`config.mk`:
```
export PLATFORM = sky130hd
export DESIGN_NAME = mem_gate
export DESIGN_NICKNAME = d
export VERILOG_FILES = /design/src/verilog/mem_gate_pkg.sv /design/src/verilog/page_table_ram.sv /design/src/verilog/page_table_regs.sv /design/src/verilog/access_checker.sv /design/src/verilog/mem_gate.sv
export VERILOG_INCLUDE_DIRS = /design/src /design/src/verilog
export SDC_FILE = /design/constraint.sdc
export NUM_CORES = 2
export LEC_CHECK = 0
export ABC_CLOCK_PERIOD_IN_PS = 12000
export BUFFER_PORTS_ARGS = -buffer_cell sky130_fd_sc_hd__buf_2
export CAP_MARGIN = 0
export CORE_MARGIN = 3
export CORE_UTILIZATION = 40
export CTS_CLUSTER_SIZE = 20
export DETAILED_ROUTE_END_ITERATION = 10
export SLEW_MARGIN = 20
export SYNTH_ARGS = -nofsm -noshare
export SYNTH_HDL_FRONTEND = slang
export SYNTH_HIERARCHICAL = 1
export SYNTH_SLANG_ARGS = --single-unit
```
`constraint.sdc`:
```
create_clock -name clk -period 12 [get_ports clk]
set_input_delay 0 -clock clk [delete_from_list [all_inputs] [get_ports clk]]
set_output_delay 0 -clock clk [all_outputs]
set_load 0.005 [all_outputs]
```
`src/verilog/mem_gate_consts.svh`:
```
/* mem gate constants
   table geometry, request field widths and entry field widths */
`ifndef MEM_GATE_CONSTS_SVH
`define MEM_GATE_CONSTS_SVH

// ============================================================
// page table geometry
// ============================================================
`define MG_PAGES    64        // entries in the page table
`define MG_PAGE_W   6         // page index width
`define MG_PAGE_LSB 16        // 64 kB pages

// ============================================================
// request fields
// ============================================================
`define MG_ADDR_W   32        // request address
`define MG_DATA_W   32        // request write data
`define MG_TID_W    8         // transaction id

// ============================================================
// entry fields
// ============================================================
`define MG_KEY_W    23        // protection key
`define MG_PL_W     8         // privilege level, 0 means open
`define MG_CNT_W    27        // saturating access count

`endif

```
`src/verilog/mem_gate_pkg.sv`:
```
/* mem gate types
   enums for segments, response codes, table ops and lookup kinds */
`include "mem_gate_consts.svh"

package mem_gate_pkg;

  // segment a request is issued from
  typedef enum logic [1:0] {
    SEG_CODE  = 2'd0,
    SEG_DATA  = 2'd1,
    SEG_STACK = 2'd2
  } seg_e;

  typedef enum logic [1:0] {
    ERR_OKAY    = 2'd0,
    ERR_PROTERR = 2'd1     // key or privilege check failed
  } err_e;

  // table port command
  typedef enum logic [1:0] {
    TBL_NOP   = 2'd0,
    TBL_WRITE = 2'd1,
    TBL_READ  = 2'd2
  } tbl_op_e;

  // what owns the RAM read in stage 1
  typedef enum logic [2:0] {
    LK_NONE   = 3'd0,
    LK_REQ    = 3'd1,
    LK_SWEEP  = 3'd2,
    LK_TBL_WR = 3'd3,
    LK_TBL_RD = 3'd4
  } lookup_e;

  // one page table entry, 60 bits
  typedef struct packed {
    logic                 code;   // 1 = code area
    logic [`MG_KEY_W-1:0] key;
    logic [`MG_PL_W-1:0]  pl;
    logic                 refd;   // referenced since last table write
    logic [`MG_CNT_W-1:0] cnt;
  } page_entry_t;

endpackage

```
`src/verilog/page_table_ram.sv`:
```
/* page table RAM
   simple dual port entry store, one cycle read, pending write bypassed */
`timescale 1ns/100ps
`include "mem_gate_consts.svh"

module page_table_ram
  import mem_gate_pkg::*;
(
  input  logic                  clk,
  input  logic [`MG_PAGE_W-1:0] rd_idx_i,    // read port index
  input  logic                  wr_en_i,     // write back strobe
  input  logic [`MG_PAGE_W-1:0] wr_idx_i,
  input  page_entry_t           wr_entry_i,
  output page_entry_t           rd_entry_o   // valid one cycle after rd_idx_i
);

  page_entry_t mem [`MG_PAGES];

  logic bypass;   // read hits the entry being written this cycle

  // power-up contents all zero, same as a block RAM init value
  initial begin
    for (int i = 0; i < `MG_PAGES; i++) begin
      mem[i] = '0;
    end
  end

  // ============================================================
  // write port
  // ============================================================
  always_ff @(posedge clk) begin
    if (wr_en_i)
      mem[wr_idx_i] <= wr_entry_i;
  end

  // ============================================================
  // read port
  // ============================================================
  assign bypass = wr_en_i && (wr_idx_i == rd_idx_i);

  // forward the new entry so back to back lookups see the update
  always_ff @(posedge clk) begin
    if (bypass)
      rd_entry_o <= wr_entry_i;
    else
      rd_entry_o <= mem[rd_idx_i];
  end

endmodule

```
`src/verilog/page_table_regs.sv`:
```
/* page table control
   read port arbitration, aging sweep pointer and table port response */
`timescale 1ns/100ps
`include "mem_gate_consts.svh"

module page_table_regs
  import mem_gate_pkg::*;
(
  input  logic                  clk,
  input  logic                  rst,
  input  logic                  age_i,        // restart the halving sweep
  input  logic                  req_valid_i,
  input  logic [`MG_PAGE_W-1:0] req_page_i,
  input  tbl_op_e               tbl_op_i,
  input  logic [`MG_PAGE_W-1:0] tbl_idx_i,
  input  logic                  tbl_code_i,
  input  logic [`MG_KEY_W-1:0]  tbl_key_i,
  input  logic [`MG_PL_W-1:0]   tbl_pl_i,
  output logic [`MG_PAGE_W-1:0] rd_idx_o,     // RAM read index, combinational
  output lookup_e               lk_kind_o,    // stage 1 kind
  output logic [`MG_PAGE_W-1:0] lk_idx_o,     // stage 1 index
  output page_entry_t           lk_new_o,     // stage 1 table write value
  input  page_entry_t           rd_entry_i,   // stage 1 entry from RAM
  output logic                  tbl_rvalid_o,
  output logic                  tbl_code_o,
  output logic [`MG_KEY_W-1:0]  tbl_key_o,
  output logic [`MG_PL_W-1:0]   tbl_pl_o,
  output logic                  tbl_ref_o,
  output logic [`MG_CNT_W-1:0]  tbl_cnt_o
);

  logic [`MG_PAGE_W:0] sweep_ptr;   // MG_PAGES means stopped
  logic                sweep_run;
  lookup_e             kind_nxt;

  assign sweep_run = (sweep_ptr < (`MG_PAGE_W+1)'(`MG_PAGES));

  // ============================================================
  // read port priority
  // ============================================================
  always_comb begin
    kind_nxt = LK_NONE;
    rd_idx_o = sweep_ptr[`MG_PAGE_W-1:0];   // don't care when idle
    case (tbl_op_i)
      TBL_WRITE: begin
        kind_nxt = LK_TBL_WR;
        rd_idx_o = tbl_idx_i;
      end
      TBL_READ: begin
        kind_nxt = LK_TBL_RD;
        rd_idx_o = tbl_idx_i;
      end
      default: begin
        if (req_valid_i) begin
          kind_nxt = LK_REQ;
          rd_idx_o = req_page_i;
        end else if (sweep_run) begin
          kind_nxt = LK_SWEEP;              // idle slot goes to aging
        end
      end
    endcase
  end

  // sweep pointer only moves when it owns the read port
  always_ff @(posedge clk) begin
    if (rst)
      sweep_ptr <= (`MG_PAGE_W+1)'(`MG_PAGES);
    else if (age_i)
      sweep_ptr <= '0;
    else if (kind_nxt == LK_SWEEP)
      sweep_ptr <= sweep_ptr + 1'b1;
  end

  // ============================================================
  // stage 1 registers, alongside the RAM read
  // ============================================================
  always_ff @(posedge clk) begin
    if (rst)
      lk_kind_o <= LK_NONE;
    else
      lk_kind_o <= kind_nxt;
  end

  always_ff @(posedge clk) begin
    lk_idx_o <= rd_idx_o;
    if (tbl_op_i == TBL_WRITE)
      lk_new_o <= '{code: tbl_code_i, key: tbl_key_i, pl: tbl_pl_i, refd: 1'b0, cnt: '0};
  end

  // ============================================================
  // table read response
  // ============================================================
  always_ff @(posedge clk) begin
    if (rst)
      tbl_rvalid_o <= 1'b0;
    else
      tbl_rvalid_o <= (lk_kind_o == LK_TBL_RD);
  end

  always_ff @(posedge clk) begin
    if (lk_kind_o == LK_TBL_RD) begin
      tbl_code_o <= rd_entry_i.code;
      tbl_key_o  <= rd_entry_i.key;
      tbl_pl_o   <= rd_entry_i.pl;
      tbl_ref_o  <= rd_entry_i.refd;
      tbl_cnt_o  <= rd_entry_i.cnt;
    end
  end

endmodule

```
`src/verilog/access_checker.sv`:
```
/* access checker
   key and privilege test per request, forward or error strobe, entry write back */
`timescale 1ns/100ps
`include "mem_gate_consts.svh"

module access_checker
  import mem_gate_pkg::*;
(
  input  logic                  clk,
  input  logic                  rst,
  // request side, same cycle as the RAM read
  input  logic                  req_valid_i,
  input  logic [`MG_ADDR_W-1:0] req_adr_i,
  input  logic                  req_we_i,
  input  logic [`MG_PL_W-1:0]   req_pl_i,
  input  logic [`MG_KEY_W-1:0]  req_key_i,
  input  seg_e                  req_seg_i,
  input  logic [`MG_TID_W-1:0]  req_tid_i,
  input  logic [`MG_DATA_W-1:0] req_dat_i,
  // stage 1 lookup
  input  lookup_e               lk_kind_i,
  input  logic [`MG_PAGE_W-1:0] lk_idx_i,
  input  page_entry_t           lk_new_i,
  input  page_entry_t           rd_entry_i,
  // write back to the RAM
  output logic                  wr_en_o,
  output logic [`MG_PAGE_W-1:0] wr_idx_o,
  output page_entry_t           wr_entry_o,
  // forward port
  output logic                  fwd_valid_o,
  output logic [`MG_ADDR_W-1:0] fwd_adr_o,
  output logic                  fwd_we_o,
  output logic [`MG_TID_W-1:0]  fwd_tid_o,
  output logic [`MG_DATA_W-1:0] fwd_dat_o,
  // error response back to the requester
  output logic                  err_valid_o,
  output logic [`MG_TID_W-1:0]  err_tid_o,
  output logic [`MG_ADDR_W-1:0] err_adr_o,
  output err_e                  err_code_o
);

  // stage 1 copy of the request
  logic [`MG_ADDR_W-1:0] s1_adr;
  logic                  s1_we;
  logic [`MG_PL_W-1:0]   s1_pl;
  logic [`MG_KEY_W-1:0]  s1_key;
  seg_e                  s1_seg;
  logic [`MG_TID_W-1:0]  s1_tid;
  logic [`MG_DATA_W-1:0] s1_dat;

  logic                  s1_req;     // stage 1 holds a request
  logic                  key_ok;
  logic                  pl_open;    // entry pl 0 lets any level in
  logic                  priv_ok;
  logic                  pass;
  logic [`MG_CNT_W-1:0]  cnt_inc;    // saturating count + 1

  // ============================================================
  // request delay, one stage to line up with the entry
  // ============================================================
  always_ff @(posedge clk) begin
    if (req_valid_i) begin
      s1_adr <= req_adr_i;
      s1_we  <= req_we_i;
      s1_pl  <= req_pl_i;
      s1_key <= req_key_i;
      s1_seg <= req_seg_i;
      s1_tid <= req_tid_i;
      s1_dat <= req_dat_i;
    end
  end

  assign s1_req = (lk_kind_i == LK_REQ);

  // ============================================================
  // permission rule
  // ============================================================
  assign key_ok  = (s1_key == rd_entry_i.key);
  assign pl_open = (rd_entry_i.pl == '0);

  always_comb begin
    if (rd_entry_i.code)   // code area, conforming or exact level
      priv_ok = (pl_open || rd_entry_i.pl == s1_pl) && (s1_seg == SEG_CODE);
    else                   // data area, level at least the entry's
      priv_ok = (pl_open || rd_entry_i.pl <= s1_pl) && (s1_seg != SEG_CODE);
  end

  assign pass = key_ok && priv_ok;

  // ============================================================
  // entry write back, lands on the RAM one cycle after the read
  // ============================================================
  assign cnt_inc = (&rd_entry_i.cnt) ? rd_entry_i.cnt : rd_entry_i.cnt + 1'b1;

  always_comb begin
    wr_en_o    = 1'b0;
    wr_entry_o = rd_entry_i;
    case (lk_kind_i)
      LK_REQ: begin                     // every lookup counts, pass or fail
        wr_en_o         = 1'b1;
        wr_entry_o.refd = 1'b1;
        wr_entry_o.cnt  = cnt_inc;
      end
      LK_SWEEP: begin
        wr_en_o        = 1'b1;
        wr_entry_o.cnt = rd_entry_i.cnt >> 1;   // ref kept
      end
      LK_TBL_WR: begin
        wr_en_o    = 1'b1;
        wr_entry_o = lk_new_i;          // ref and cnt already cleared
      end
      default: ;
    endcase
  end

  assign wr_idx_o = lk_idx_i;

  // ============================================================
  // forward and error strobes
  // ============================================================
  always_ff @(posedge clk) begin
    if (rst) begin
      fwd_valid_o <= 1'b0;
      err_valid_o <= 1'b0;
    end else begin
      fwd_valid_o <= s1_req && pass;
      err_valid_o <= s1_req && !pass;
    end
  end

  // payload follows the strobe, held between requests
  always_ff @(posedge clk) begin
    if (s1_req) begin
      fwd_adr_o  <= s1_adr;
      fwd_we_o   <= s1_we;
      fwd_tid_o  <= s1_tid;
      fwd_dat_o  <= s1_dat;
      err_tid_o  <= s1_tid;
      err_adr_o  <= s1_adr;
      err_code_o <= pass ? ERR_OKAY : ERR_PROTERR;
    end
  end

endmodule

```
`src/verilog/mem_gate.sv`:
```
/* memory access gate top
   page table lookup, protection check and access counting in front of memory */
`timescale 1ns/100ps
`include "mem_gate_consts.svh"

module mem_gate
  import mem_gate_pkg::*;
(
  input  logic                  clk,
  input  logic                  rst,
  input  logic                  age_i,
  // request in
  input  logic                  req_valid_i,
  input  logic [`MG_ADDR_W-1:0] req_adr_i,
  input  logic                  req_we_i,
  input  logic [`MG_PL_W-1:0]   req_pl_i,
  input  logic [`MG_KEY_W-1:0]  req_key_i,
  input  seg_e                  req_seg_i,
  input  logic [`MG_TID_W-1:0]  req_tid_i,
  input  logic [`MG_DATA_W-1:0] req_dat_i,
  // table port
  input  tbl_op_e               tbl_op_i,
  input  logic [`MG_PAGE_W-1:0] tbl_idx_i,
  input  logic                  tbl_code_i,
  input  logic [`MG_KEY_W-1:0]  tbl_key_i,
  input  logic [`MG_PL_W-1:0]   tbl_pl_i,
  output logic                  tbl_rvalid_o,
  output logic                  tbl_code_o,
  output logic [`MG_KEY_W-1:0]  tbl_key_o,
  output logic [`MG_PL_W-1:0]   tbl_pl_o,
  output logic                  tbl_ref_o,
  output logic [`MG_CNT_W-1:0]  tbl_cnt_o,
  // forward out
  output logic                  fwd_valid_o,
  output logic [`MG_ADDR_W-1:0] fwd_adr_o,
  output logic                  fwd_we_o,
  output logic [`MG_TID_W-1:0]  fwd_tid_o,
  output logic [`MG_DATA_W-1:0] fwd_dat_o,
  // protection error back
  output logic                  err_valid_o,
  output logic [`MG_TID_W-1:0]  err_tid_o,
  output logic [`MG_ADDR_W-1:0] err_adr_o,
  output err_e                  err_code_o
);

  logic [`MG_PAGE_W-1:0] rd_idx;
  lookup_e               lk_kind;
  logic [`MG_PAGE_W-1:0] lk_idx;
  page_entry_t           lk_new;
  page_entry_t           rd_entry;   // stage 1 entry, bypassed
  logic                  wr_en;
  logic [`MG_PAGE_W-1:0] wr_idx;
  page_entry_t           wr_entry;

  page_table_ram u_ram (
    .clk        (clk),
    .rd_idx_i   (rd_idx),
    .wr_en_i    (wr_en),
    .wr_idx_i   (wr_idx),
    .wr_entry_i (wr_entry),
    .rd_entry_o (rd_entry)
  );

  page_table_regs u_regs (
    .clk          (clk),
    .rst          (rst),
    .age_i        (age_i),
    .req_valid_i  (req_valid_i),
    .req_page_i   (req_adr_i[`MG_PAGE_LSB +: `MG_PAGE_W]),   // 64 kB page index
    .tbl_op_i     (tbl_op_i),
    .tbl_idx_i    (tbl_idx_i),
    .tbl_code_i   (tbl_code_i),
    .tbl_key_i    (tbl_key_i),
    .tbl_pl_i     (tbl_pl_i),
    .rd_idx_o     (rd_idx),
    .lk_kind_o    (lk_kind),
    .lk_idx_o     (lk_idx),
    .lk_new_o     (lk_new),
    .rd_entry_i   (rd_entry),
    .tbl_rvalid_o (tbl_rvalid_o),
    .tbl_code_o   (tbl_code_o),
    .tbl_key_o    (tbl_key_o),
    .tbl_pl_o     (tbl_pl_o),
    .tbl_ref_o    (tbl_ref_o),
    .tbl_cnt_o    (tbl_cnt_o)
  );

  access_checker u_chk (
    .clk         (clk),
    .rst         (rst),
    .req_valid_i (req_valid_i),
    .req_adr_i   (req_adr_i),
    .req_we_i    (req_we_i),
    .req_pl_i    (req_pl_i),
    .req_key_i   (req_key_i),
    .req_seg_i   (req_seg_i),
    .req_tid_i   (req_tid_i),
    .req_dat_i   (req_dat_i),
    .lk_kind_i   (lk_kind),
    .lk_idx_i    (lk_idx),
    .lk_new_i    (lk_new),
    .rd_entry_i  (rd_entry),
    .wr_en_o     (wr_en),
    .wr_idx_o    (wr_idx),
    .wr_entry_o  (wr_entry),
    .fwd_valid_o (fwd_valid_o),
    .fwd_adr_o   (fwd_adr_o),
    .fwd_we_o    (fwd_we_o),
    .fwd_tid_o   (fwd_tid_o),
    .fwd_dat_o   (fwd_dat_o),
    .err_valid_o (err_valid_o),
    .err_tid_o   (err_tid_o),
    .err_adr_o   (err_adr_o),
    .err_code_o  (err_code_o)
  );

endmodule

```
==> flow_summary.ini <==
[cells_and_area]
nets = 7865
final_layout_size_suffix_gt1_share_pct = 30.3
area_delta_synth_final_pct = 16.1
fin_cells = 13256
final_util_pct = 46.8

[routing]
ant_nets = 0
first_pass_iters = 7
routedWlPerCell_um = 36.5
routed_via_density = 6.06
vias = 80368
routed_wl_um = 484000
remaining_drc_errors = 0
drtIter0Drc = 11878

[grt]
grt_pass1_vias = 79151
antenna_found_initial = 18
grt.met2_usage_pct = 37.7
grt_max_degree = 125
grt_pass1_wl_um = 661000
busiest_layer = met2
met3_usage_pct = 5.26
grt_use_total_pct = 23.8
grt-ovfl-total = 0
use_met1_pct = 32.2

[hold_path]
hold_class = in -> reg

[synthesis]
ys_ff_latch = 4137
synth_top_cell_by_area = edfxtp_1
async_flop_share_pct = 0
ys_types = 83
yosysSeqAreaShare_pct = 78.8
yosysMostFrequentCell = edfxtp_1
syn_area_per_cell_um2 = 23.1
netlist_area_mm2 = 0.157
synth_common_cells = 4112 x edfxtp_1, 1040 x mux4_2, 206 x nor2_1
synth_area_leaders = edfxtp_1 78%, mux4_2 15%, o22ai_1 0.76%
synthCells = 6813
synth_edf_count = 4112
ys.flop_type = edfxtp_1
ys_warn_count = 6
synth_top_area_share_pct = 78.4

[timing]
fmax_mhz = 138
hold_ws_ns = 0.0951
hold_violations = 0
drv_slew = 0
rsz0062_at_grt = false
setup_violations = 0
finalSetupTns_ns = 0
fin_crit_ns = 7.26
slew_headroom_pct = 19.2
worst_pin_slew_ns = 1.21
finClkSkew_ns = 0.0777
min_period_over_period_pct = 60.5

[critical_path]
cp_slowest_cell = buf_4
cpMostUsedCell = buf_12
cp-start-kind = flip-flop
path_max_fanout = 105
path_cells = buf_4 -> buf_12 -> buf_12 -> mux4_2 -> o221ai_1 -> a31oi_1 -> a21oi_1 -> nor2_1 -> xnor2_1 -> nand4_1 -> nor4_1 -> o2111ai_1 -> nor3b_1
cp-end-kind = flip-flop
crit_arrival_ns = 8.07
max_stage_delay_ns = 0.75
critical-path-top-delay-family = buffers and inverters
crit_type = reg -> reg
required_ns = 12.81
critical_path_buf_inv_count = 3

[power_and_ir_drop]
ir_worst_vdd_uv = 146
total_power_mw = 34.7
p_leak_nw = 57.1
p_per_area_mw_per_mm2 = 190

[clocking]
cts_tree = built
cts-buffers-inserted = 419
clockBufferDepth = 4
clk_pin_slew_worst_paths_ns = 0.06
clock_latency_ns = 0.99
cts_resized = 0
htreeDepth = 5
cts_root_buffer = clkbuf_16
cts_num_sinks = 4137

[placed_design]
dpl.hpwl_um = 256000
placed_cells = 12184
gp_congestion = 0.849
numPortBuffers = 326

[die]
die_x_um = 633
initial_utilization_pct = 40.3
rows = 229
die_area_mm2 = 0.401
dieHeight_um = 633
io_pins = 328
core_area_mm2 = 0.391

[run]
max_cap_viol_count = 0

[run_status]
status = complete, no violations
[worst paths after layout]
kind / from / end / depth (start not counted) / slack (ns)
worst max-delay path: flip-flop / u_chk/err_valid_o$_SDFF_PP0_ / 13 / 4.74
worst min-delay path: tbl_idx_i[5] / flip-flop / 4 / 0.1
worst min register to register: u_chk/s1_adr[10]$_DFFE_PP_ / u_chk/err_adr_o[10]$_DFFE_PP_ / 0 / 0.41
worst max register to register: flip-flop / u_chk/err_valid_o$_SDFF_PP0_ / 13 / 4.74
[report_power, final]
part	internal, mW	switching, mW	total, mW
Clock	7.11	5.48	12.6
Combinational	1.43	3.12	4.54
Sequential	17.5	0.106	17.6
Total	26.0	8.70	34.7
[kinds of logic (layout without fill, tap and decap cells)]
group / Yosys count / after routing / share of synthesized area [%]
buffers and inverters: 464 / 1674 / 1.49
AOI/OAI and AO/OA: 517 / 517 / 2.17
other: 2 / 38 / 0.00477
adders and majority gates: 12 / 12 / 0.0954
muxes: 1204 / 1204 / 16.0
DFF: 4137 / 4137 / 78.8
xor gates and xnor gates: 32 / 32 / 0.178
and+or+nand+nor: 445 / 445 / 1.30
[flip-flops by register name, summed over array words and instances (netlist names), 2 cells and up, named ones only]
register,cells
u_ram/mem,3840
u_chk/err_adr_o,32
u_chk/fwd_dat_o,32
u_chk/s1_adr,32
u_chk/s1_dat,32
u_regs/lk_new_o,32
u_regs/tbl_cnt_o,27
u_chk/s1_key,23
u_regs/tbl_key_o,23
u_chk/err_tid_o,8
u_chk/s1_pl,8
u_chk/s1_tid,8
u_regs/tbl_pl_o,8
u_regs/sweep_ptr,7
u_regs/lk_idx_o,6
u_regs/lk_kind_o,3
u_chk/s1_seg,2
[area by class of cell]
cell class              instances  area (um2)
diodes                          9        22.5
clock buffers                 538       11100
clock inverters               230        1980
fillers                     31599      208000
inverters                      22        90.1
multi-input cells            2239       32200
flip-flops and latches       4137      124000
well taps                    5197        6500
repair buffers                884        6810
[metal layers]
layer / share of wire (%) / routed length (um)
met3: 11 / 51800
met4: 4.7 / 22600
met1: 38 / 182000
met5: 0.0099 / 48
met2: 47 / 228000
[stage by stage]
stage	setup WS, ns	area, um2
after detailed placement	4.63	166000
after global placement	4.42	166000
after floorplan	5.22	158000
final	4.74	183000
after global routing	4.44	183000
after CTS	4.56	183000
[repair_timing]
item	4_1_cts	5_1_grt
hold buffers	293	0
endpoints found under the hold margin	301	0
buffers inserted	0	0
[cell usage in the layout, fill, tap and decap left out, types with 11 or more instances in the layout]
cell,count
ha_1,11
a31oi_1,33
bufinv_16,27
dlygate4sd3_1,293
buf_4,246
o22ai_1,189
inv_1,20
buf_12,13
xnor2_1,19
nor2_4,62
mux2i_1,72
clkinv_2,73
dfxtp_1,18
conb_1,29
edfxtp_1,4112
nand3_1,16
mux2_2,70
clkbuf_16,425
buf_2,325
nand2_1,102
clkinv_1,101
nor2_1,144
o21ai_0,49
mux2_4,22
nor2b_1,11
clkbuf_1,107
a21oi_1,100
o221ai_1,61
mux4_2,1040
[tightest hold or removal path: stages]
cell and delay [ns]:
dlygate4sd3_1 0.57, buf_2 0.14, nor2_1 0.08, a21oi_1 0.16
(Power assumes the default switching activity.)
